$ cat src/source/soc_pkg.sv
package soc_pkg;

  // bus geometry
  localparam int DATA_W = 32;
  localparam int ADDR_W = 32;
  localparam int SEL_W = 4;
  localparam int RAM_WORDS = 256;
  localparam int RAM_AW = $clog2(RAM_WORDS);
  localparam int GPIO_W = 16;
  localparam int SYNC_STAGES = 2;

  // address map, top nibble selects the target
  localparam int REGION_W = 4;
  localparam logic [REGION_W-1:0] RAM_REGION = 4'h0;
  localparam logic [REGION_W-1:0] GPIO_REGION = 4'h2;
  localparam logic [3:0] GPIO_OUT_OFS = 4'h0;
  localparam logic [3:0] GPIO_OENB_OFS = 4'h4;
  localparam logic [3:0] GPIO_IN_OFS = 4'h8;

  // housekeeping spi
  localparam logic [7:0] HK_CMD_WRITE = 8'h80;
  localparam logic [7:0] HK_CMD_READ = 8'h40;
  localparam logic [7:0] HK_REG_PROD = 8'd0;
  localparam logic [7:0] HK_REG_MFGR = 8'd1;
  localparam logic [7:0] HK_REG_MASK = 8'd2;
  localparam logic [7:0] HK_REG_CTRL = 8'd3;
  localparam logic [7:0] HK_REG_TRIM = 8'd4;
  localparam logic [7:0] HK_PROD_ID = 8'h52;
  localparam logic [7:0] HK_MFGR_ID = 8'h56;
  localparam logic [7:0] HK_MASK_REV = 8'h01;
  localparam logic [7:0] HK_CTRL_RESET = 8'h03;
  localparam int HK_CTRL_W = 4;
  localparam int HK_TRIM_W = 4;
  // control register bit positions
  localparam int HK_BIT_XTAL = 0;
  localparam int HK_BIT_BYPASS = 1;
  localparam int HK_BIT_IRQ = 2;
  localparam int HK_BIT_SOFT_RST = 3;

  typedef logic [GPIO_W-1:0] gpio_t;

  typedef struct packed {
    logic              cyc;
    logic              stb;
    logic              we;
    logic [ADDR_W-1:0] adr;
    logic [SEL_W-1:0]  sel;
    logic [DATA_W-1:0] dat;
  } wb_req_t;

  typedef struct packed {
    logic              ack;
    logic [DATA_W-1:0] dat;
  } wb_rsp_t;

  typedef struct packed {
    logic csb;
    logic sck;
    logic sdi;
  } hk_pins_t;

  typedef struct packed {
    logic       valid;
    logic       first;
    logic [7:0] data;
  } hk_rx_t;

  typedef struct packed {
    logic                 xtal_ena;
    logic                 pll_bypass;
    logic                 irq;
    logic                 soft_rst;
    logic [HK_TRIM_W-1:0] pll_trim;
  } hk_ctrl_t;

endpackage

$ cat src/source/hk_spi_shift.sv
`timescale 1ns/1ps

module hk_spi_shift (
  input  logic              clk_i,
  input  logic              rst_i,
  input  soc_pkg::hk_pins_t pins_i,
  input  logic [7:0]        tx_byte_i,
  output soc_pkg::hk_rx_t   rx_o,
  output logic              sdo_o,
  output logic              sdo_oe_o
);

  import soc_pkg::*;

  logic       sck_q;
  logic       sck_rise;
  logic       sck_fall;
  logic [2:0] bit_cnt_q;
  logic [6:0] rx_shift_q;
  logic       first_q;
  logic [7:0] tx_shift_q;
  hk_rx_t     rx_q;

  // edges only count inside a frame
  assign sck_rise = ~pins_i.csb & pins_i.sck & ~sck_q;
  assign sck_fall = ~pins_i.csb & ~pins_i.sck & sck_q;

  always_ff @(posedge clk_i) begin
    if (rst_i) begin
      sck_q <= 1'b0;
      bit_cnt_q <= '0;
      first_q <= 1'b1;
      tx_shift_q <= '0;
      rx_q <= '0;
    end else begin
      sck_q <= pins_i.sck;
      rx_q.valid <= 1'b0;
      if (pins_i.csb) begin
        // frame end drops any partial byte
        bit_cnt_q <= '0;
        first_q <= 1'b1;
        tx_shift_q <= '0;
      end else if (sck_rise) begin
        bit_cnt_q <= bit_cnt_q + 3'd1;
        if (bit_cnt_q == 3'd7) begin
          rx_q.valid <= 1'b1;
          rx_q.first <= first_q;
          rx_q.data <= {rx_shift_q, pins_i.sdi};
          first_q <= 1'b0;
        end
      end else if (sck_fall) begin
        // first falling edge of a byte loads the next reply
        if (bit_cnt_q == 3'd0) begin
          tx_shift_q <= tx_byte_i;
        end else begin
          tx_shift_q <= {tx_shift_q[6:0], 1'b0};
        end
      end
    end
  end

  always_ff @(posedge clk_i) begin
    if (sck_rise) begin
      rx_shift_q <= {rx_shift_q[5:0], pins_i.sdi};
    end
  end

  assign rx_o = rx_q;
  assign sdo_o = tx_shift_q[7];
  assign sdo_oe_o = ~pins_i.csb;

  // a finished byte is reported while its frame is still open
  rx_only_in_frame: assert property (
    @(posedge clk_i) disable iff (rst_i)
    $rose(rx_o.valid) |-> !pins_i.csb
  );

endmodule

$ cat config.mk
export PLATFORM = sky130hd
export DESIGN_NAME = hk_spi_shift
export DESIGN_NICKNAME = d
export VERILOG_FILES = /design/src/source/soc_pkg.sv /design/src/source/hk_spi_shift.sv
export SDC_FILE = /design/constraint.sdc
export NUM_CORES = 1
export LEC_CHECK = 0
export ABC_AREA = 1
export CAP_MARGIN = 10
export CORE_MARGIN = 2
export CORE_UTILIZATION = 54
export DETAILED_ROUTE_END_ITERATION = 12
export DONT_BUFFER_PORTS = 1
export MAX_ROUTING_LAYER = met4
export PLACE_DENSITY = 0.76
export SETUP_SLACK_MARGIN = 0.05
export SLEW_MARGIN = 20
export SYNTH_ARGS = -nofsm -noshare
export SYNTH_HDL_FRONTEND = slang
export SYNTH_SLANG_ARGS = --single-unit
$ cat constraint.sdc
create_clock -name clk_i -period 1.25 [get_ports clk_i]
set_input_delay 0 -clock clk_i [delete_from_list [all_inputs] [get_ports clk_i]]
set_output_delay 0 -clock clk_i [all_outputs]
set_load 0.05 [all_outputs]
==> reports/qor.txt <==
R2R Setup Slk = 0.09 ns
Post-synthesis cell type count = 19
Slowest cell on crit path = dfxtp_2
Root buf cell = clkbuf_4
Post-Synth XOR/XNOR Area = 0%
Worst relative slew slack = 67.8%
Core Footprint = 2230 um2
Die height = 53.0 um
Antenna violations before repair = 0
# diodes = 0
IO Count = 25
Top cell type's share of synthesized area = 35.5%
Top delay family on crit path = adder cells
Fraction of registers with async set/reset = 0%
Synth area leader = dfxtp_1
Top FF cell, synth = dfxtp_1
Overflow after GRT = 0
Max_cap viols = 0
Slew @ Worst Pin = 0.482 ns
Outcome = completed
Fin crit period = 1.16 ns
Post-Syn Instances = 163
Buf/Inv on CP = 1
CP arrival = 1.39 ns
PwrDens = 1080 nW/um2
Synth Register Bits = 30
Register area share after synthesis = 51.7%
Overall power = 1820 uW
Maximum fanout along the worst path = 5
Synthesized-area fraction occupied by and/or/nand/nor cells = 28.7%
Max IR drop VDD = 0.000826 V
Antenna-violating nets left = 0
Met2 Use GR = 36.7%
Mux share of post-synthesis cell area = 0%
Largest cells by area after synthesis = dfxtp_1, edfxtp_1, nand2_1, inv_1, nor2_1
Synth Net Count = 179
Sequence of cells on the critical path = ha_2, ha_4, inv_2, nor2_4, nor2_1, nor2_1
CTS clk-pin slew, worst paths = 0.09 ns
Die area = 2810 um2
Layout cells sized above 1 = 22.7%
Total CTS buffers = 5
Hpwl dp = 1.78 mm
Mean Syn Cell Area = 7.95 um2
GRT busiest layer = met2
Sink Count = 30
Max Clk Rate = 0.863 GHz
Commonest cells in the netlist = nand2_1, inv_1, dfxtp_1, nor2_1, a21oi_1
Leak Pwr = 0.000752 uW
Compound-Gate Fraction of Synth Area = 5.79%
Max clock buf depth = 2
Tot GR Track Use = 23.0%
Hold crit path type = in -> reg
WP data required = 1.49 ns
Pin count of the biggest net entering global routing = 11
RSZ-0062 raised after global routing = true
Routed length per instance = 13.0 um
Post-Route WL = 2.93 mm
GR Layer Usage met3 = 9.04%
Startpoint types = register
Global-route wire length before repair = 4.37 mm
Most instantiated library cell after synthesis = nand2_1
P&R area growth vs syn = 30.2%
Die W = 53.0 um
Pins over their slew limit = 0
Post-synth EDFFs = 7
Clk Latency, worst-skew pair = 0.33 ns
Crit path top cell by count = nor2_1
# H-tree levels = 2
Gpl congestion = 0.815
Nets = 213
Largest family of logic cells by synthesized area = simple AND/OR/NAND/NOR gates
CP peak stage delay = 0.34 ns
Setup Viol. Count Final = 0
Fraction of the mapped netlist area in adder cells = 2.90%
Post-Syn Area = 1300 um2
Rows = 17
Initial Utilization = 58.0%
Ys Warns = 0
Global Route met1 Usage = 24.7%
Residual DRC = 0
Drt pass-1 iters = 4
Vias = 1153
Vias in the first global route = 1071
Worst setup EP type = register
Final period util = 92.7%
Endpoints failing hold = 0
Vias per cell = 5.10
Clk_skew = 0.00218 ns
Port Buffer Count = 0
Final core utilization = 75.6%
TritonCTS clock tree = done
Crit path kind = reg -> reg
Filler instances = 165
1st-iter DRT viols = 22
[power by group]
| group | internal [uW] | switching, uW |
|---|---|---|
| sequential | 1010 | 13.3 |
| combinational | 74.0 | 111 |
| clock | 272 | 337 |
[flip-flops by register name, summed over array words and instances, names as in the netlist]
| name | count |
|---|---|
| first_q | 1 |
| tx_shift_q | 8 |
| sck_q | 1 |
| rx_shift_q | 7 |
| bit_cnt_q | 3 |
| rx_o | 10 |
[worst reg2reg max path, stage by stage (launching register included)]
cell     delay, ns
dfxtp_2       0.34
ha_2          0.19
ha_4          0.16
inv_2         0.12
nor2_4        0.07
nor2_1        0.12
nor2_1        0.06
[worst paths after layout]
check	cells after the start	start	endpoint
min	5	pins_i[1]	tx_shift_q[1]
max	6	bit_cnt_q[0]	rx_o[7]
min reg2reg	0	rx_shift_q[5]	rx_shift_q[6]
max reg2reg	6	bit_cnt_q[0]	rx_o[7]
[routing by layer]
layer	part of all wire, %	wire [um]
met1	42	1220
met3	5.8	171
met2	49	1450
met4	3.1	92
met5	0	0
[logic make-up (layout without fill, tap and decap cells)]
logic type	after synthesis	in the layout
AOI/OAI and AO/OA	15	15
adders and majority gates	3	3
buffers and inverters	37	71
DFF	30	30
and+or+nand+nor	78	79
[per-stage QoR]
stage,worst slack [ns],area [um2],cells,hold slack (ns),setup TNS (ns)
after floorplan,0.0526,1300,163,0.0724,0
after global placement,0.0440,1420,202,0.0755,0
after detailed placement,-0.0425,1420,202,0.0765,-0.0969
after CTS,0.0508,1620,224,0.0291,0
after global routing,-0.0145,1690,226,0.0498,-0.0284
final,0.0917,1690,226,0.0319,0
[repair_timing]
| item | 4_1_cts | 5_1_grt |
|---|---|---|
| setup buffers | 0 | 2 |
| hold endpoints to repair | 24 | 0 |
| gates resized for setup | 1 | 16 |
| cloned | 1 | 0 |
| hold buffers | 13 | 0 |
| endpoints found under the setup margin | 9 | 24 |
| pin swaps | 1 | 5 |
[area by class of cell]
type / instances / area, um2 / share of cell area (%)
clock buffer: 7 / 55.1 / 3.26
clock inverter: 1 / 5.00 / 0.297
inverter: 35 / 135 / 8.01
multi-input combinational: 97 / 533 / 31.6
sequential: 30 / 674 / 40.0
tap: 28 / 35.0 / 2.08
timing repair buffer: 28 / 250 / 14.8
[cell usage in the layout (no fill, tap or decap), drive strengths merged, types with 3 or more instances in the layout]
master	netlist	layout
dfxtp	23	23
buf	2	15
a21oi	10	10
clkbuf	0	7
o21ai	5	5
nand3	8	8
inv	34	33
nand2	33	33
edfxtp	7	7
nor2	27	28
nand4	9	9
ha	3	3
dlygate4sd3	0	13
(Power assumes the default switching activity.)
