## config.mk

```make
export PLATFORM = sky130hd
export DESIGN_NAME = wb_gpio
export DESIGN_NICKNAME = d
export VERILOG_FILES = /design/src/source/soc_pkg.sv /design/src/source/wb_gpio.sv
export SDC_FILE = /design/constraint.sdc
export NUM_CORES = 1
export LEC_CHECK = 0
export ABC_AREA = 1
export BUFFER_PORTS_ARGS = -buffer_cell sky130_fd_sc_hd__buf_2
export CORE_MARGIN = 10
export CORE_UTILIZATION = 47
export DETAILED_ROUTE_END_ITERATION = 12
export PLACE_DENSITY = 0.81
export SLEW_MARGIN = 20
export SYNTH_ARGS = -nofsm -noshare
export SYNTH_HDL_FRONTEND = slang
export SYNTH_SLANG_ARGS = --single-unit
```

## constraint.sdc

```tcl
create_clock -name clk_i -period 3 [get_ports clk_i]
set_input_delay 0.15 -clock clk_i [delete_from_list [all_inputs] [get_ports clk_i]]
set_output_delay 0.15 -clock clk_i [all_outputs]
set_load 0.01 [all_outputs]
```

## src/source/soc_pkg.sv

```systemverilog
package soc_pkg;

  // bus geometry
  localparam int DATA_W = 32;
  localparam int ADDR_W = 32;
  localparam int SEL_W = 4;
  localparam int RAM_WORDS = 256;
  localparam int RAM_AW = $clog2(RAM_WORDS);
  localparam int GPIO_W = 16;
  localparam int SYNC_STAGES = 2;

  // address map, top nibble selects the target
  localparam int REGION_W = 4;
  localparam logic [REGION_W-1:0] RAM_REGION = 4'h0;
  localparam logic [REGION_W-1:0] GPIO_REGION = 4'h2;
  localparam logic [3:0] GPIO_OUT_OFS = 4'h0;
  localparam logic [3:0] GPIO_OENB_OFS = 4'h4;
  localparam logic [3:0] GPIO_IN_OFS = 4'h8;

  // housekeeping spi
  localparam logic [7:0] HK_CMD_WRITE = 8'h80;
  localparam logic [7:0] HK_CMD_READ = 8'h40;
  localparam logic [7:0] HK_REG_PROD = 8'd0;
  localparam logic [7:0] HK_REG_MFGR = 8'd1;
  localparam logic [7:0] HK_REG_MASK = 8'd2;
  localparam logic [7:0] HK_REG_CTRL = 8'd3;
  localparam logic [7:0] HK_REG_TRIM = 8'd4;
  localparam logic [7:0] HK_PROD_ID = 8'h52;
  localparam logic [7:0] HK_MFGR_ID = 8'h56;
  localparam logic [7:0] HK_MASK_REV = 8'h01;
  localparam logic [7:0] HK_CTRL_RESET = 8'h03;
  localparam int HK_CTRL_W = 4;
  localparam int HK_TRIM_W = 4;
  // control register bit positions
  localparam int HK_BIT_XTAL = 0;
  localparam int HK_BIT_BYPASS = 1;
  localparam int HK_BIT_IRQ = 2;
  localparam int HK_BIT_SOFT_RST = 3;

  typedef logic [GPIO_W-1:0] gpio_t;

  typedef struct packed {
    logic              cyc;
    logic              stb;
    logic              we;
    logic [ADDR_W-1:0] adr;
    logic [SEL_W-1:0]  sel;
    logic [DATA_W-1:0] dat;
  } wb_req_t;

  typedef struct packed {
    logic              ack;
    logic [DATA_W-1:0] dat;
  } wb_rsp_t;

  typedef struct packed {
    logic csb;
    logic sck;
    logic sdi;
  } hk_pins_t;

  typedef struct packed {
    logic       valid;
    logic       first;
    logic [7:0] data;
  } hk_rx_t;

  typedef struct packed {
    logic                 xtal_ena;
    logic                 pll_bypass;
    logic                 irq;
    logic                 soft_rst;
    logic [HK_TRIM_W-1:0] pll_trim;
  } hk_ctrl_t;

endpackage

```

## src/source/wb_gpio.sv

```systemverilog
`timescale 1ns/1ps

module wb_gpio (
  input  logic                     clk_i,
  input  logic                     rst_i,
  input  soc_pkg::wb_req_t         req_i,
  output soc_pkg::wb_rsp_t         rsp_o,
  input  logic [soc_pkg::GPIO_W-1:0] gpio_in_i,
  output logic [soc_pkg::GPIO_W-1:0] gpio_out_o,
  output logic [soc_pkg::GPIO_W-1:0] gpio_outenb_o
);

  import soc_pkg::*;

  logic              req_hit;
  logic [3:0]        ofs;
  logic              ack_q;
  logic [GPIO_W-1:0] out_q;
  logic [GPIO_W-1:0] outenb_q;
  logic [GPIO_W-1:0] in_q;
  logic [DATA_W-1:0] rd_q;

  function automatic logic [GPIO_W-1:0] merge_bytes(
    input logic [GPIO_W-1:0] cur,
    input logic [DATA_W-1:0] wdat,
    input logic [SEL_W-1:0]  sel
  );
    logic [GPIO_W-1:0] res;
    res = cur;
    for (int b = 0; b < GPIO_W / 8; b++) begin
      if (sel[b]) begin
        res[b*8 +: 8] = wdat[b*8 +: 8];
      end
    end
    return res;
  endfunction

  assign req_hit = req_i.cyc & req_i.stb & ~ack_q;
  assign ofs = req_i.adr[3:0];

  always_ff @(posedge clk_i) begin
    if (rst_i) begin
      ack_q <= 1'b0;
      out_q <= '0;
      // pins come up as inputs
      outenb_q <= '1;
    end else begin
      ack_q <= req_hit;
      if (req_hit && req_i.we) begin
        case (ofs)
          GPIO_OUT_OFS:  out_q <= merge_bytes(out_q, req_i.dat, req_i.sel);
          GPIO_OENB_OFS: outenb_q <= merge_bytes(outenb_q, req_i.dat, req_i.sel);
          default: ;
        endcase
      end
    end
  end

  always_ff @(posedge clk_i) begin
    in_q <= gpio_in_i;
    if (req_hit) begin
      case (ofs)
        GPIO_OUT_OFS:  rd_q <= {{(DATA_W-GPIO_W){1'b0}}, out_q};
        GPIO_OENB_OFS: rd_q <= {{(DATA_W-GPIO_W){1'b0}}, outenb_q};
        GPIO_IN_OFS:   rd_q <= {{(DATA_W-GPIO_W){1'b0}}, in_q};
        default:       rd_q <= '0;
      endcase
    end
  end

  assign rsp_o.ack = ack_q;
  assign rsp_o.dat = rd_q;
  assign gpio_out_o = out_q;
  assign gpio_outenb_o = outenb_q;

endmodule

```

==> results.ini, run 1 <==
[cells_and_area]
synthToLayoutAreaGrowth_pct = 29.4
finalInstanceArea_um2 = 3420
fillers = 526
final_nets = 510
drive_gt1_share_pct = 28.2

[sta]
final.setup_skew_ns = 0.00487
clock.fmax_mhz = 618
worst_pin_slew_ns = 1.01
maxSlewViolCount = 0
fin_setup_tns_ns = 0
setup_violations = 0
finalCriticalPeriod_ns = 1.62
grt_setup_unrepaired = no
timing.final.crit_share_pct = 53.9
slew_headroom_pct = 32.6
hold_viol_final = 0

[critical_path]
r2r_cells = 6
crit_fanout = 32
r2r_slack_ns = 1.45
crit_type = input port to flop
arrival_ns = 1.78
start_kind = input port
r2r_end = gpio_outenb_o[5]
slowest_stage = inv_1
crit_path_cell_trace = dlygate4sd3_1 -> buf_2 -> inv_1 -> nand3_1
critPathRequiredTime_ns = 3.16
max_stage_delay_ns = 0.73
r2r_start = ack_q
endpoint_kind = flop

[pwr]
switching_share_pct = 22.6
pwr_density_cell_nw_per_um2 = 512
irDropWorstVdd_v = 0.000440
leakagePower_nw = 1.68
switchingPower_w = 0.000396
pwr-share-seq_pct = 53.1
internal-power_w = 0.00135
combPwrFrac_pct = 7.9
p_clk_share_pct = 39.0
total_power_w = 0.00175

[drt]
wl_per_cell_um = 14.5
routed_wl_um = 7220
first_pass_iters = 6
num_vias = 2364
drc = 0
drtIter0Drc = 74
ant_nets = 0
viasPerCell = 4.75

[synthesis]
synth_area_leaders = dfxtp_1 37%, edfxtp_1 18%, nand3_1 12%, nand2_1 12%, buf_4 5.4%
synth_most_common_cell = nand2_1
ys_seq_area_share_pct = 55.3
ys_types = 20
synth_top_area_share_pct = 37.1
ys_dominant_reg_cell = dfxtp_1
syn_inst = 313
synth_area_per_cell_um2 = 8.45
ys_async_sr_fraction_pct = 0
synth_area_um2 = 2640
synth_edf_count = 16
ys_seq_elements = 65
synth_common_cells = 82 x nand2_1, 64 x nand3_1, 49 x dfxtp_1
synth_top_cell_by_area = dfxtp_1
yosysWarningCount = 0

[min_path]
hold_path_class = input port to flop
worstHoldStart = req_i[14]
min_delay_worst_endpoint = gpio_outenb_o[14]
hold_depth = 3

[floorplanning]
die_w_um = 95
start_util_pct = 48.3
coreArea_um2 = 5470
die_h_um = 95
rows = 27
fp.dieArea_um2 = 9030
ios = 154

[status]
status = finished, final reports clean

[clocking]
cts_made_buffers = 9
hold_buffers = 17
post_cts_buffers = 0
clockBufferDepth = 2
cts.sinks = 65
cts-root-buf = clkbuf_8
cts.clk_slew.worst_paths_ns = 0.06
clock_latency_ns = 0.34
h-tree-depth = 3
cts_tree = done
cts_resized = 0

[grt]
grt_pass1_wl_um = 11600
antenna_found_initial = 1
grt_pass1_vias = 2418
track_usage_pct = 16.7
grt_max_degree = 33
overflow = 0

[placement]
hpwl_um = 5100
gp_congestion = 0.753
port_buffers = 91
post_dp_cell_area_um2 = 3070

[job]
drv_cap = 0

-- worst max path at each step --
stage                                    to  cells after the start  slack, ns       from
final                      gpio_outenb_o[5]                      4       1.38      rst_i
after global routing       gpio_outenb_o[5]                      4       1.24      rst_i
after CTS                  gpio_outenb_o[5]                      4       1.41      rst_i
after detailed placement   gpio_outenb_o[5]                      7       1.36  req_i[37]
after global placement    gpio_outenb_o[10]                      7       1.42  req_i[37]
after floorplan                     rd_q[0]                      1       1.08      ack_q
-- per-layer routing --
layer | wire length (um) | part of all wire, % | up-vias | GRT usage [%]
met5 | 0 | 0 | - | 0
met2 | 3820 | 53 | 83 | 29.3
met4 | 134 | 1.9 | 0 | 7.36
met1 | 2630 | 36 | 1084 | 16.5
met3 | 630 | 8.7 | 17 | 7.69
li1 | - | - | 1180 | -
-- stage by stage --
| step | std cells | utilization (%) | hold WS [ns] | worst slack [ns] |
|---|---|---|---|---|
| after global placement | 465 | 56.1 | 0.253 | 1.42 |
| after CTS | 497 | 62.5 | 0.0473 | 1.41 |
| after floorplan | 328 | - | 0.178 | 1.08 |
| after global routing | 498 | 62.5 | 0.0601 | 1.24 |
| final | 498 | 62.5 | 0.0659 | 1.38 |
| after detailed placement | 465 | 56.1 | 0.254 | 1.36 |
-- cells in the final DEF, fill, tap and decap left out, drive strengths merged --
cell type / n
buf: 94
bufinv: 1
clkbuf: 11
clkinv: 3
conb: 16
dfxtp: 49
diode: 1
dlygate4sd3: 17
edfxtp: 16
inv: 26
nand2: 85
nand3: 64
nand4: 1
nor2: 38
nor3: 3
nor4: 1
-- registers in the layout, indices dropped and copies added, names as in the netlist --
name,cells
ack_q,1
gpio_out_o,16
gpio_outenb_o,16
in_q,16
rd_q,16
-- cell type report --
class	instances	area, um^2	share of cell area [%]
sequential	65	1460	42.7
multi-input combinational	208	945	27.6
antenna	1	2.50	0.0732
clock inverter	4	45.0	1.32
tap	72	90.1	2.63
timing repair buffer	111	648	18.9
inverter	26	97.6	2.85
clock buffer	11	131	3.84
-- power by group through the flow --
| stage | clock, W | combinational, W | sequential [W] |
|---|---|---|---|
| after detailed placement | 0 | 0.000121 | 0.000949 |
| after CTS | 0.000701 | 0.000138 | 0.000930 |
| after global routing | 0.000740 | 0.000156 | 0.000931 |
| final | 0.000682 | 0.000139 | 0.000930 |
| after global placement | 0 | 0.000118 | 0.000948 |
| after floorplan | 0 | 0.0000755 | 0.000955 |
-- kinds of logic (layout without fill, tap and decap cells) --
logic type    Yosys count  count (layout)  synth area share (%)
other cells             1              17                 0.142
buf+inv                55             152                  11.3
flops                  65              65                  55.3
simple gates          192             192                  33.3
-- critical path: cells and delay by family --
family	cells	cell delay, ns
AND/OR/NAND/NOR	1	0.22
buffers and inverters	3	1.41
(Power assumes the default switching activity.)
==> run 2, diff against run 1 <==
Settings changed: CORE_UTILIZATION 47 to 43, PLACE_DENSITY 0.81 to 0.75.
Clock period 3 ns to 1.7 ns, I/O delays scaled along.
==> run 2 against run 1 <==
  * Combinational power up 97%
  * Worst hold slack got worse by 0.049 ns
  * Critical path depth rose by 2
  * Sequential cell count unchanged
  * Setup slack got worse by 1.2 ns
  * Die area increased by 7.3%
  * Register-to-register slack lost 1.2 ns
  * Critical path type is now flop to flop
  * Count of clock-buffer cells in the layout increased by 1
  * Via count rose by 2.5%
==> results.ini, run 2 (synthesis gave the netlist of run 1 again) <==
[status]
status = finished, final reports clean  ; unchanged

[pwr]
leakagePower_nw = 1.76  ; was 1.68 nW
irDropWorstVdd_v = 0.000586  ; was 0.000440 V
pwr_density_cell_nw_per_um2 = 937  ; was 512 nW/um^2
total_power_w = 0.00340  ; was 0.00175 W

[sta]
setup_ws_ns = 0.218  ; was 1.38 ns
setup_violations = 0  ; unchanged
final.setup_skew_ns = 0.00795  ; was 0.00487 ns
clock.fmax_mhz = 675
worst_pin_slew_ns = 0.550  ; was 1.01 ns
maxSlewViolCount = 0  ; unchanged
fin_setup_tns_ns = 0  ; unchanged
timing.final.crit_share_pct = 87.2
hold_viol_final = 0  ; unchanged
finalCriticalPeriod_ns = 1.48
grt_setup_unrepaired = no  ; unchanged
slew_headroom_pct = 63.3  ; was 32.6%

[drt]
ant_nets = 0  ; unchanged
viasPerCell = 4.68  ; was 4.75
drc = 0  ; unchanged
num_vias = 2422  ; was 2364
routed_wl_um = 7330  ; was 7220 um
wl_per_cell_um = 14.2  ; was 14.5 um
first_pass_iters = 4  ; was 6
drtIter0Drc = 69  ; was 74

[grt]
grt_pass1_wl_um = 12100  ; was 11600 um
antenna_found_initial = 0  ; was 1
grt_max_degree = 33  ; unchanged
overflow = 0  ; unchanged
grt_pass1_vias = 2536  ; was 2418
track_usage_pct = 15.4  ; was 16.7%

[floorplanning]
die_w_um = 98.4  ; was 95 um
coreArea_um2 = 5960  ; was 5470 um^2
fp.dieArea_um2 = 9680  ; was 9030 um^2
rows = 28  ; was 27
die_h_um = 98.4  ; was 95 um
ios = 154  ; unchanged
start_util_pct = 44.4  ; was 48.3%

[cells_and_area]
finalInstanceArea_um2 = 3630  ; was 3420 um^2
drive_gt1_share_pct = 28.1  ; was 28.2%
fillers = 518  ; was 526
antenna_cells = 0  ; was 1
fin_util_pct = 61.0  ; was 62.5%
layout_commonest_cell = buf_2  ; unchanged
final_nets = 526  ; was 510
synthToLayoutAreaGrowth_pct = 37.3  ; was 29.4%
most-common-layout-cells = 91 x buf_2, 82 x nand2_1, 64 x nand3_1  ; unchanged

[critical_path]
arrival_ns = 1.70  ; was 1.78 ns
crit_path_cell_trace = inv_2 -> nand4_4 -> nor2_4 -> nand2_2 -> nand2_1 -> nand3_1  ; was dlygate4sd3_1 -> buf_2 -> inv_1 -> nand3_1
r2r_start = ack_q  ; unchanged
critPathRequiredTime_ns = 1.92  ; was 3.16 ns
max_stage_delay_ns = 0.38  ; was 0.73 ns
r2r_slack_ns = 0.22  ; was 1.45 ns
crit_fanout = 17  ; was 32
crit_type = flop to flop  ; was input port to flop
slowest_stage = nor2_4  ; was inv_1
r2r_cells = 6  ; unchanged
endpoint_kind = flop  ; unchanged
r2r_end = gpio_outenb_o[11]  ; was gpio_outenb_o[5]
start_kind = flop  ; was input port

[clocking]
cts_made_buffers = 9  ; unchanged
cts-root-buf = clkbuf_8  ; unchanged
h-tree-depth = 3  ; unchanged
cts_resized = 0  ; unchanged
clock_latency_ns = 0.34  ; about the same
clockBufferDepth = 2  ; unchanged
cts.sinks = 65  ; unchanged
cts_tree = done  ; unchanged
cts.clk_slew.worst_paths_ns = 0.07  ; was 0.06 ns

[job]
drv_cap = 0  ; unchanged

[placement]
port_buffers = 91  ; unchanged
post_dp_cell_area_um2 = 3090  ; was 3070 um^2
place_ws_ns = 0.250  ; was 1.36 ns
gp_congestion = 0.774  ; was 0.753
hpwl_um = 5160  ; was 5100 um

[min_path]
worstHoldStart = req_i[1]  ; was req_i[14]
hold_path_class = input port to flop  ; unchanged
min_delay_worst_endpoint = gpio_outenb_o[1]  ; was gpio_outenb_o[14]
hold_depth = 3  ; unchanged

-- run 2: cell types whose count changed in the layout (fill, tap and decap cells not counted), sizes merged --
cell         before  now
dlygate4sd3      17   31
clkinv            3    0
buf              94   96
clkinvlp          0    2
bufinv            1    2
clkbuf           11   12
diode             1    0
-- run 2: how the worst max path moves through the flow --
stage / to / from
6_report: gpio_outenb_o[11] / ack_q
3_5_place_dp: gpio_outenb_o[11] / ack_q
5_1_grt: gpio_outenb_o[12] / ack_q
2_1_floorplan: rd_q[0] / ack_q
4_1_cts: gpio_outenb_o[11] / ack_q
3_3_place_gp: gpio_outenb_o[11] / ack_q
-- run 2: cell type report --
type,instances,area [um^2],share of cell area (%)
timing repair buffer,127,803,22.1
inverter,26,97.6,2.69
tap,75,93.8,2.58
clock buffer,12,155,4.27
multi-input combinational,208,945,26.0
clock inverter,4,75.1,2.07
sequential,65,1460,40.2
-- run 2: per-stage QoR --
step | hold WS (ns) | instances
floorplan | 0.113 | 328
global placement | 0.188 | 470
detailed placement | 0.189 | 470
CTS | 0.00327 | 517
global route | 0.0155 | 517
finish | 0.0168 | 517
-- run 2: worst max-delay path, delay by kind of cell, from the launching register on --
| kind | cells | cell delay, ns |
|---|---|---|
| buf+inv | 1 | 0.08 |
| flops | 1 | 0.35 |
| simple gates | 5 | 0.93 |
-- run 2: what timing repair did --
action	4_1_cts	5_1_grt
hold endpoints to repair	31	0
buffers inserted	0	0
endpoints found under the setup margin	0	0
hold buffers	31	0
-- run 2: metal layers --
layer,global-route usage (%),vias up,share of wire [%]
met5,0,-,0
met4,5.18,0,1.3
met3,8.17,9,8.8
met2,26.5,84,50
met1,15.7,1122,40
li1,-,1207,-
-- run 2: where the power goes --
group | switching (W) | leakage [nW] | internal [W]
sequential | 0.0000123 | 0.551 | 0.00163
clock | 0.000583 | 0.109 | 0.000906
combinational | 0.000149 | 1.10 | 0.000124
total | 0.000745 | 1.76 | 0.00266
