### src/source/soc_pkg.sv
package soc_pkg;

  // bus geometry
  localparam int DATA_W = 32;
  localparam int ADDR_W = 32;
  localparam int SEL_W = 4;
  localparam int RAM_WORDS = 256;
  localparam int RAM_AW = $clog2(RAM_WORDS);
  localparam int GPIO_W = 16;
  localparam int SYNC_STAGES = 2;

  // address map, top nibble selects the target
  localparam int REGION_W = 4;
  localparam logic [REGION_W-1:0] RAM_REGION = 4'h0;
  localparam logic [REGION_W-1:0] GPIO_REGION = 4'h2;
  localparam logic [3:0] GPIO_OUT_OFS = 4'h0;
  localparam logic [3:0] GPIO_OENB_OFS = 4'h4;
  localparam logic [3:0] GPIO_IN_OFS = 4'h8;

  // housekeeping spi
  localparam logic [7:0] HK_CMD_WRITE = 8'h80;
  localparam logic [7:0] HK_CMD_READ = 8'h40;
  localparam logic [7:0] HK_REG_PROD = 8'd0;
  localparam logic [7:0] HK_REG_MFGR = 8'd1;
  localparam logic [7:0] HK_REG_MASK = 8'd2;
  localparam logic [7:0] HK_REG_CTRL = 8'd3;
  localparam logic [7:0] HK_REG_TRIM = 8'd4;
  localparam logic [7:0] HK_PROD_ID = 8'h52;
  localparam logic [7:0] HK_MFGR_ID = 8'h56;
  localparam logic [7:0] HK_MASK_REV = 8'h01;
  localparam logic [7:0] HK_CTRL_RESET = 8'h03;
  localparam int HK_CTRL_W = 4;
  localparam int HK_TRIM_W = 4;
  // control register bit positions
  localparam int HK_BIT_XTAL = 0;
  localparam int HK_BIT_BYPASS = 1;
  localparam int HK_BIT_IRQ = 2;
  localparam int HK_BIT_SOFT_RST = 3;

  typedef logic [GPIO_W-1:0] gpio_t;

  typedef struct packed {
    logic              cyc;
    logic              stb;
    logic              we;
    logic [ADDR_W-1:0] adr;
    logic [SEL_W-1:0]  sel;
    logic [DATA_W-1:0] dat;
  } wb_req_t;

  typedef struct packed {
    logic              ack;
    logic [DATA_W-1:0] dat;
  } wb_rsp_t;

  typedef struct packed {
    logic csb;
    logic sck;
    logic sdi;
  } hk_pins_t;

  typedef struct packed {
    logic       valid;
    logic       first;
    logic [7:0] data;
  } hk_rx_t;

  typedef struct packed {
    logic                 xtal_ena;
    logic                 pll_bypass;
    logic                 irq;
    logic                 soft_rst;
    logic [HK_TRIM_W-1:0] pll_trim;
  } hk_ctrl_t;

endpackage

### src/source/hk_regfile.sv
`timescale 1ns/1ps

module hk_regfile (
  input  logic              clk_i,
  input  logic              rst_i,
  input  soc_pkg::hk_rx_t   rx_i,
  output logic [7:0]        tx_byte_o,
  output soc_pkg::hk_ctrl_t ctrl_o
);

  import soc_pkg::*;

  logic                 wr_mode_q;
  logic                 rd_mode_q;
  logic                 have_addr_q;
  logic [7:0]           addr_q;
  logic [HK_CTRL_W-1:0] ctrl_q;
  logic [HK_TRIM_W-1:0] trim_q;
  logic [7:0]           rd_data;

  always_ff @(posedge clk_i) begin
    if (rst_i) begin
      wr_mode_q <= 1'b0;
      rd_mode_q <= 1'b0;
      have_addr_q <= 1'b0;
      addr_q <= '0;
      ctrl_q <= HK_CTRL_RESET[HK_CTRL_W-1:0];
      trim_q <= '0;
    end else if (rx_i.valid) begin
      if (rx_i.first) begin
        // unknown commands leave both modes clear
        wr_mode_q <= (rx_i.data == HK_CMD_WRITE);
        rd_mode_q <= (rx_i.data == HK_CMD_READ);
        have_addr_q <= 1'b0;
      end else if (!have_addr_q) begin
        addr_q <= rx_i.data;
        have_addr_q <= 1'b1;
      end else begin
        addr_q <= addr_q + 8'd1;
        if (wr_mode_q) begin
          case (addr_q)
            HK_REG_CTRL: ctrl_q <= rx_i.data[HK_CTRL_W-1:0];
            HK_REG_TRIM: trim_q <= rx_i.data[HK_TRIM_W-1:0];
            // id registers are read only
            default: ;
          endcase
        end
      end
    end
  end

  always_comb begin
    case (addr_q)
      HK_REG_PROD: rd_data = HK_PROD_ID;
      HK_REG_MFGR: rd_data = HK_MFGR_ID;
      HK_REG_MASK: rd_data = HK_MASK_REV;
      HK_REG_CTRL: rd_data = {{(8-HK_CTRL_W){1'b0}}, ctrl_q};
      HK_REG_TRIM: rd_data = {{(8-HK_TRIM_W){1'b0}}, trim_q};
      default:     rd_data = 8'h00;
    endcase
  end

  // sdo stays low unless a read is in progress
  assign tx_byte_o = rd_mode_q ? rd_data : 8'h00;

  assign ctrl_o.xtal_ena = ctrl_q[HK_BIT_XTAL];
  assign ctrl_o.pll_bypass = ctrl_q[HK_BIT_BYPASS];
  assign ctrl_o.irq = ctrl_q[HK_BIT_IRQ];
  assign ctrl_o.soft_rst = ctrl_q[HK_BIT_SOFT_RST];
  assign ctrl_o.pll_trim = trim_q;

endmodule

### config.mk
export PLATFORM = sky130hd
export DESIGN_NAME = hk_regfile
export DESIGN_NICKNAME = d
export VERILOG_FILES = /design/src/source/soc_pkg.sv /design/src/source/hk_regfile.sv
export SDC_FILE = /design/constraint.sdc
export NUM_CORES = 1
export LEC_CHECK = 0
export CAP_MARGIN = 20
export CORE_UTILIZATION = 42
export CTS_CLUSTER_DIAMETER = 80
export DETAILED_ROUTE_END_ITERATION = 12
export DONT_BUFFER_PORTS = 1
export PLACE_DENSITY = 0.67
export SYNTH_ARGS = -nofsm -noshare
export SYNTH_HDL_FRONTEND = slang
export SYNTH_SLANG_ARGS = --single-unit
### constraint.sdc
create_clock -name clk_i -period 3.4 [get_ports clk_i]
set_input_delay 0.85 -clock clk_i [delete_from_list [all_inputs] [get_ports clk_i]]
set_output_delay 0.85 -clock clk_i [all_outputs]
set_load 0.1 [all_outputs]
==> results of run 1 <==
## sequential cells by signal, indices dropped and copies added, names as in the netlist
signal / count
trim_q: 4
rd_mode_q: 1
wr_mode_q: 1
addr_q: 8
ctrl_q: 4
have_addr_q: 1
## how the worst max path moves through the flow
stage	startpoint	end	slack [ns]	cells after the start
3_3_place_gp	addr_q[4]	tx_byte_o[0]	0.49	4
5_1_grt	addr_q[4]	tx_byte_o[0]	0.03	4
6_report	addr_q[4]	tx_byte_o[0]	0.11	4
4_1_cts	addr_q[4]	tx_byte_o[0]	0.11	4
3_5_place_dp	addr_q[4]	tx_byte_o[4]	0.45	4
2_1_floorplan	addr_q[4]	tx_byte_o[1]	-0.69	3
## cells by family (layout without fill, tap and decap cells)
kind of cell / after synthesis / in the layout
other: 1 / 2
and+or+nand+nor: 62 / 62
DFF: 19 / 19
muxes: 9 / 9
buffers and inverters: 19 / 27
AOI/OAI and AO/OA: 29 / 29
adders and majority gates: 4 / 4
## cell usage in the layout, fill, tap and decap left out, drive strengths merged
| cell | synthesis | final |
|---|---|---|
| o221ai | 1 | 1 |
| and3b | 1 | 1 |
| a211oi | 3 | 3 |
| o41ai | 1 | 1 |
| ha | 4 | 4 |
| nand3 | 9 | 9 |
| clkbuf | 7 | 4 |
| nor4 | 3 | 3 |
| nand4bb | 1 | 1 |
| o21ai | 2 | 2 |
| a32o | 3 | 3 |
| a2111oi | 3 | 3 |
| inv | 7 | 7 |
| or3 | 2 | 2 |
| or3b | 2 | 2 |
| nand2 | 15 | 15 |
| a21oi | 10 | 10 |
| buf | 5 | 16 |
| nand4b | 2 | 2 |
| o21a | 1 | 1 |
| and4 | 1 | 1 |
| a31oi | 2 | 2 |
| nor2b | 4 | 4 |
| or4 | 4 | 4 |
| o2bb2ai | 1 | 1 |
| nand2b | 2 | 2 |
| dfxtp | 19 | 19 |
| nand4 | 2 | 2 |
| nor2 | 8 | 8 |
| o311ai | 1 | 1 |
| nor4bb | 4 | 4 |
| conb | 1 | 2 |
| mux2i | 9 | 9 |
| o22ai | 1 | 1 |
| nor3 | 2 | 2 |
## layer usage
metal  wire (µm)  GRT usage, %  vias to the layer above
met2        1499         35.88                       27
li1            -             -                      549
met1        1312         25.86                      551
met5           0             0                        -
met4          21         4.530                        0
met3         161         5.116                        2
## area by class of cell
cell class	instances	area [µm²]	area share [%]
Clock buffer	4	26.28	1.845
Inverter	7	26.28	1.845
Multi-Input combinational cell	106	812.0	57.03
Sequential cell	19	380.4	26.71
Tap cell	31	38.79	2.724
Timing Repair Buffer	16	140.1	9.842
## power breakdown
part / switching (mW) / leakage [nW] / internal [mW]
registers: 0.0156 / 0.154 / 0.229
logic: 0.0414 / 0.301 / 0.0253
clock network: 0.0707 / 0.0150 / 0.0458
total: 0.128 / 0.470 / 0.300
## stage by stage
stage          util, %  hold slack (ns)  TNS, ns  worst slack, ns  instances
5_1_grt          51.63           0.5357        0          0.03434        183
3_3_place_gp     50.68           0.4573        0           0.4899        179
3_5_place_dp     50.68           0.4970        0           0.4504        179
4_1_cts          51.63           0.5233        0           0.1111        183
2_1_floorplan        -           0.4343   -2.365          -0.6942        144
6_report         51.63           0.5177        0           0.1119        183
==> reports/metrics.cfg, run 1 <==
[finish]
areaGrowthSynthToFinish_pct = 15.65
fill_cells = 288
finalInstanceArea_um2 = 1424
drive_gt1_share_pct = 19.08
nNetsFinal = 169
antenna_cells = 0

[power]
total_power_uw = 427.5
leakagePower_nw = 0.4699
ir_drop_mv = 0.2596
power.density_nw_per_um2 = 300.2

[critical_path]
cp_cell_sequence = or4_4 > or3b_4 > a2111oi_4 > buf_4
rr_startpoint = addr_q[4]
r2r_cells = 3
crit_family = simple AND/OR/NAND/NOR gates
path_buf_inv = 1
crit_path_max_incr_delay_ns = 0.61
cp_slowest_cell = or4_4
worstSetupEndpointType = output port
rrSetupSlack_ns = 1.60
crit_type = register to output port
start_kind = register
crit_required_ns = 2.55
worstReg2RegEnd = ctrl_q[3]
crit_path_max_fanout = 8
cp.arrival_ns = 2.44

[sta]
setup_viol = 0
max-slew-margin-rel_pct = 54.63
finClkSkew_ns = 0.005245
tightest_slew_ns = 0.6796
drv_slew = 0
min_period_ns = 3.288
min_period_over_period_pct = 96.71
finalHoldViolations = 0
rsz0062_at_grt = no
fmax_mhz = 304.1

[yosys]
yosysTopAreaCell = dfxtp_1
synth_top_family_by_area = simple AND/OR/NAND/NOR gates
synth_edf_count = 0
synth.area.top_cells = dfxtp_1, mux2i_1, nand2_1, a21oi_1, ha_1
ys.flop_type = dfxtp_1
ys_seq_area_share_pct = 30.89
synth_compound_area_share_pct = 18.80
yosys_warnings = 0
yosys.area_share.simple_pct = 31.91
ys_top_cells_by_count = dfxtp_1, nand2_1, a21oi_1, mux2i_1, nand3_1
async_reset_ff_share_pct = 0
yosysMostFrequentCell = dfxtp_1
netlist_instances = 143
synth_mux_area_share_pct = 7.317
synth_adder_area_share_pct = 4.065
synth_top_area_share_pct = 30.89
syn_area_per_cell_um2 = 8.610
synth-xor-area-share_pct = 0
yosysUniqueCellTypes = 40
netlist_area_um2 = 1231
synth-seq-cells = 19

[detailed_routing]
ant_nets = 0
wl_um = 2995
wl_per_cell_um = 16.37
via_per_inst = 6.169
drc_errors = 0
first_iter_violations = 19
dr.pass1.iters = 4
routed-via-count = 1129

[clocking]
clk_pin_slew_ns = 0.11
cts_tree = done
clock_latency_ns = 0.30
cts-root-buf = clkbuf_4
cts.sinks = 19
ctsLongestPathBuffers = 2
post_cts_buffers = 0
post_cts_resized = 0
hold_buffers = 0
cts_made_buffers = 3
htreeDepth = 1

[place]
portBuffers = 0
place_congestion = 0.8813
hpwl_um = 2204
postPlaceCellArea_um2 = 1398

[min_path]
hold_depth = 1
hp-start = rd_mode_q
hold_path_end = rd_mode_q
hold_path_class = register to register

[grt]
grt_max_degree = 21
grt_pass1_wl_um = 5161
gr-usage-all-layers_pct = 20.71
grt_pass1_vias = 1117
antenna_found_initial = 0
grt-ovfl-total = 0

[floorplanning]
die_y_um = 56.14
die_x_um = 56.14
ios = 28
initial_core_util_pct = 44.65
num_rows = 19
die-area_um2 = 3152
core_area_um2 = 2758

[job]
cap_viol_max_count = 0

[status]
outcome = finished clean

No activity file was read; power rests on OpenSTA's default activity.
==> inputs of run 2 (changes only) <==
--- a/config.mk
+++ b/config.mk
@@ -11,6 +11,9 @@
 export DETAILED_ROUTE_END_ITERATION = 12
 export DONT_BUFFER_PORTS = 1
 export PLACE_DENSITY = 0.67
+export RECOVER_POWER = 25
+export SETUP_SLACK_MARGIN = 0.4
+export SLEW_MARGIN = 5
 export SYNTH_ARGS = -nofsm -noshare
 export SYNTH_HDL_FRONTEND = slang
 export SYNTH_SLANG_ARGS = --single-unit
==> reports/metrics.cfg, run 2 (same netlist as run 1, synthesis figures left out) <==
[status]
outcome = finished clean

[critical_path]
crit_type = register to output port
rr_startpoint = addr_q[6]
rrSetupSlack_ns = 1.55
crit_required_ns = 2.55
cp_cell_sequence = or4_4 > or3b_4 > a2111oi_4 > buf_6
crit_path_max_incr_delay_ns = 0.52
cp.arrival_ns = 2.17
worstSetupEndpointType = output port
crit_path_max_fanout = 5
cp-startpoint = addr_q[6]
cp_slowest_cell = or4_4
start_kind = register
worstSetupEndpoint = tx_byte_o[1]
worstReg2RegEnd = ctrl_q[2]
r2r_cells = 4

[floorplanning]
core_area_um2 = 2758
initial_core_util_pct = 44.65
die_y_um = 56.14
die-area_um2 = 3152
num_rows = 19
ios = 28
die_x_um = 56.14

[detailed_routing]
dr.pass1.iters = 4
via_per_inst = 6.227
first_iter_violations = 36
drc_errors = 0
ant_nets = 0
routed-via-count = 1152
wl_per_cell_um = 16.82
wl_um = 3112

[sta]
finalHoldViolations = 0
drv_slew = 0
min_period_ns = 3.024
min_period_over_period_pct = 88.95
setup_viol = 0
rsz0062_at_grt = yes
finClkSkew_ns = 0.01641
tightest_slew_ns = 0.6564
max-slew-margin-rel_pct = 56.18
fmax_mhz = 330.7
tns_ns = 0
setup_ws_ns = 0.3757

[finish]
areaGrowthSynthToFinish_pct = 19.31
largest_reg_flops = 8
drive_gt1_share_pct = 23.38
fill_cells = 258
antenna_cells = 0
nNetsFinal = 171
largest-register = addr_q
reg_top3 = addr_q: 8 flops, ctrl_q: 4 flops, trim_q: 4 flops
finalInstanceArea_um2 = 1469
mostFrequentLayoutCells = nand2_1, dfxtp_1, buf_4

[place]
hpwl_um = 2263
postPlaceCellArea_um2 = 1400
place_congestion = 0.8405
pre_cts_ws_ns = 0.4873
portBuffers = 0

[grt]
grt-ovfl-total = 0
gr-usage-all-layers_pct = 20.49
grt_max_degree = 21
grt_pass1_vias = 1067
antenna_found_initial = 0
grt_pass1_wl_um = 5057

[clocking]
cts_tree = done
clk_pin_slew_ns = 0.12
ctsLongestPathBuffers = 2
clock_latency_ns = 0.31
htreeDepth = 1
cts-root-buf = clkbuf_4
cts_made_buffers = 3
cts.sinks = 19

[job]
cap_viol_max_count = 0

[min_path]
hp-start = rd_mode_q
hold_path_class = register to register

[power]
power.density_nw_per_um2 = 295.7
ir_drop_mv = 0.2661
leakagePower_nw = 0.4896

[run 2: cell types whose count changed in the layout (fill, tap and decap cells not counted)]
cell,delta
dfxtp_1,-4
clkbuf_1,-1
buf_6,+3
dfxtp_2,+4
buf_12,+1
clkinv_2,+1
buf_4,-2
[run 2: final cells by class]
| type | count | area, µm² | area share (%) |
|---|---|---|---|
| timing repair buffer | 18 | 178.9 | 12.18 |
| clock buffer | 3 | 22.52 | 1.533 |
| inverter | 7 | 26.28 | 1.789 |
| tap | 31 | 38.79 | 2.641 |
| sequential | 19 | 385.4 | 26.24 |
| multi-input combinational | 106 | 812.0 | 55.28 |
| clock inverter | 1 | 5.005 | 0.3407 |
[run 2: worst min path at each step]
stage,slack (ns),cells past startpoint,to
after global routing,0.55,1,rd_mode_q
final,0.52,1,rd_mode_q
after global placement,0.46,1,rd_mode_q
after floorplan,0.43,1,rd_mode_q
after detailed placement,0.49,1,rd_mode_q
after CTS,0.52,1,rd_mode_q
[run 2: stage by stage]
step | instances | power (mW) | hold WS (ns) | util [%]
finish | 185 | 0.4343 | 0.5220 | 53.27
CTS | 185 | 0.4367 | 0.5237 | 53.22
detailed placement | 179 | 0.3164 | 0.4942 | 50.77
global placement | 179 | 0.3142 | 0.4567 | 50.77
floorplan | 144 | 0.3089 | 0.4343 | -
global route | 185 | 0.4549 | 0.5464 | 53.27
[run 2: metal layers]
metal,global-route usage [%],routed length [µm],vias to the layer above
met5,0,0,-
met4,4.530,17,0
met3,5.116,198,2
met2,33.50,1493,40
met1,27.23,1403,560
li1,-,-,550
[run 2: timing repair]
item / in CTS / in global routing
gates resized for setup: 7 / 1
pin swaps: 4 / 2
cloned: 0 / 0
setup buffers: 2 / 0
hold buffers: 0 / 0
endpoints found under the setup margin: 6 / 5
[run 2: power by group]
| part | internal (mW) | switching, mW | leakage [nW] |
|---|---|---|---|
| registers | 0.229 | 0.0152 | 0.156 |
| logic | 0.0284 | 0.0440 | 0.316 |
| clock network | 0.0439 | 0.0737 | 0.0177 |
| total | 0.302 | 0.133 | 0.490 |
[run 2: worst max-delay path, delay by kind of cell (launching register included)]
kind,cells,cell delay [ns]
compound gates,1,0.24
buf+inv,1,0.27
flops,1,0.36
simple gates,2,1.00
==> inputs of run 3 (changes only) <==
--- a/config.mk
+++ b/config.mk
@@ -6,11 +6,11 @@
 export NUM_CORES = 1
 export LEC_CHECK = 0
 export CAP_MARGIN = 20
-export CORE_UTILIZATION = 42
+export CORE_UTILIZATION = 36
 export CTS_CLUSTER_DIAMETER = 80
 export DETAILED_ROUTE_END_ITERATION = 12
 export DONT_BUFFER_PORTS = 1
-export PLACE_DENSITY = 0.67
+export PLACE_DENSITY = 0.61
 export RECOVER_POWER = 25
 export SETUP_SLACK_MARGIN = 0.4
 export SLEW_MARGIN = 5
==> reports/metrics.cfg, run 3 (same netlist as run 1, synthesis figures left out) <==
[critical_path]
cp.arrival_ns = 2.17
cp_slowest_cell = or4_4
crit_family = simple AND/OR/NAND/NOR gates
crit_required_ns = 2.55
crit_path_max_incr_delay_ns = 0.51
cp-startpoint = addr_q[5]
crit_path_max_fanout = 5
path_buf_inv = 1
rr_startpoint = addr_q[0]
start_kind = register
crit_type = register to output port
worstSetupEndpointType = output port
cp_cell_sequence = or4_4 > or3b_4 > a2111oi_4 > buf_6

[floorplanning]
ios = 28
die_x_um = 60.48
die_y_um = 60.48
die-area_um2 = 3658
core_area_um2 = 3153
num_rows = 20
initial_core_util_pct = 39.05

[detailed_routing]
drc_errors = 0
ant_nets = 0
routed-via-count = 1126
via_per_inst = 5.602
wl_um = 3137
dr.pass1.iters = 4
wl_per_cell_um = 15.61
first_iter_violations = 19

[clocking]
clock_latency_ns = 0.31
htreeDepth = 1
cts_tree = done
ctsLongestPathBuffers = 2
cts_made_buffers = 3
cts.sinks = 19
cts-root-buf = clkbuf_4
hold_buffers = 0
clk_pin_slew_ns = 0.11

[finish]
areaGrowthSynthToFinish_pct = 22.66
largest_reg_flops = 8
drive_gt1_share_pct = 23.57
antenna_cells = 0
nNetsFinal = 174
reg_top3 = addr_q: 8 flops, ctrl_q: 4 flops, trim_q: 4 flops
largest-register = addr_q
finalInstanceArea_um2 = 1510
fill_cells = 328
final_common_cell = dfxtp_1
final_cells = 201
mostFrequentLayoutCells = dfxtp_1, nand2_1, buf_4

[power]
power.density_nw_per_um2 = 291.6
ir_drop_mv = 0.2622
leakagePower_nw = 0.4983

[sta]
min_period_ns = 3.022
rsz0062_at_grt = yes
finClkSkew_ns = 0.002185
min_period_over_period_pct = 88.90
drv_slew = 0
tns_ns = 0
finalHoldViolations = 0
setup_viol = 0
fmax_mhz = 330.9
max-slew-margin-rel_pct = 57.60
tightest_slew_ns = 0.6351

[status]
outcome = finished clean

[place]
portBuffers = 0
hpwl_um = 2278
post-place-cells = 192
postPlaceCellArea_um2 = 1416
place_congestion = 0.8325

[grt]
grt_pass1_wl_um = 5223
grt-ovfl-total = 0
grt_max_degree = 21
antenna_found_initial = 0
grt_pass1_vias = 1152
gr-usage-all-layers_pct = 19.36

[min_path]
hp-start = rd_mode_q
hold_path_class = register to register

[job]
cap_viol_max_count = 0

[run 3: changes by cell type in the layout (fill, tap and decap cells not counted)]
cell / delta
dfxtp_2: -3
buf_4: +2
clkbuf_1: +2
dfxtp_4: +2
a21oi_1: -1
a21oi_4: +1
buf_12: -1
buf_16: -1
buf_8: +1
clkbuf_16: +1
clkinv_2: -1
dfxtp_1: +1
[run 3: per-stage QoR]
step | power [mW] | hold slack [ns] | setup WS, ns | util (%)
6_report | 0.4404 | 0.5101 | 0.3775 | 47.90
5_1_grt | 0.4643 | 0.5323 | 0.2811 | 47.90
4_1_cts | 0.4394 | 0.5125 | 0.3494 | 47.30
3_5_place_dp | 0.3147 | 0.4856 | 0.4915 | 44.92
3_3_place_gp | 0.3130 | 0.4890 | 0.5149 | 44.92
2_1_floorplan | 0.3089 | 0.4343 | -0.001242 | -
[run 3: area by class of cell]
type	instances	area (µm²)	share of cell area, %
Multi-Input combinational cell	106	823.3	54.52
Clock buffer	4	26.28	1.740
Tap cell	44	55.05	3.645
Sequential cell	19	389.1	25.77
Inverter	7	26.28	1.740
Timing Repair Buffer	21	190.2	12.59
[run 3: final timing paths]
check                                    end  slack, ns  cells past startpoint
worst max-delay path            tx_byte_o[0]       0.38                      4
worst min-delay path               rd_mode_q       0.51                      1
worst max register to register     ctrl_q[3]       1.49                      5
worst min register to register     rd_mode_q       0.51                      1
[run 3: where the power goes]
part           total (mW)  internal, mW  switching, mW
logic              0.0792        0.0305         0.0487
registers           0.240         0.228         0.0116
clock network       0.121        0.0459         0.0755
[run 3: layer usage]
layer  global-route usage [%]  vias up  routed length [µm]
met5                        0        -                   0
met4                    6.169        0                  51
met3                    5.117        9                 166
met2                    33.75       37                1515
met1                    23.18      526                1404
li1                         -      554                   -
[run 3: worst reg2reg max path, delay by kind of cell (launching register included)]
| kind | cells | cell delay (ns) |
|---|---|---|
| multiplexers | 1 | 0.24 |
| AND/OR/NAND/NOR | 2 | 0.61 |
| adder cells (fa/ha/maj) | 1 | 0.21 |
| flip-flops | 1 | 0.48 |
| buffers and inverters | 1 | 0.31 |
[run 3: timing repair]
item	CTS	global route
endpoints found under the setup margin	6	6
gates resized for setup	8	3
pin swaps	2	1
buffers inserted	3	2
cloned	0	0
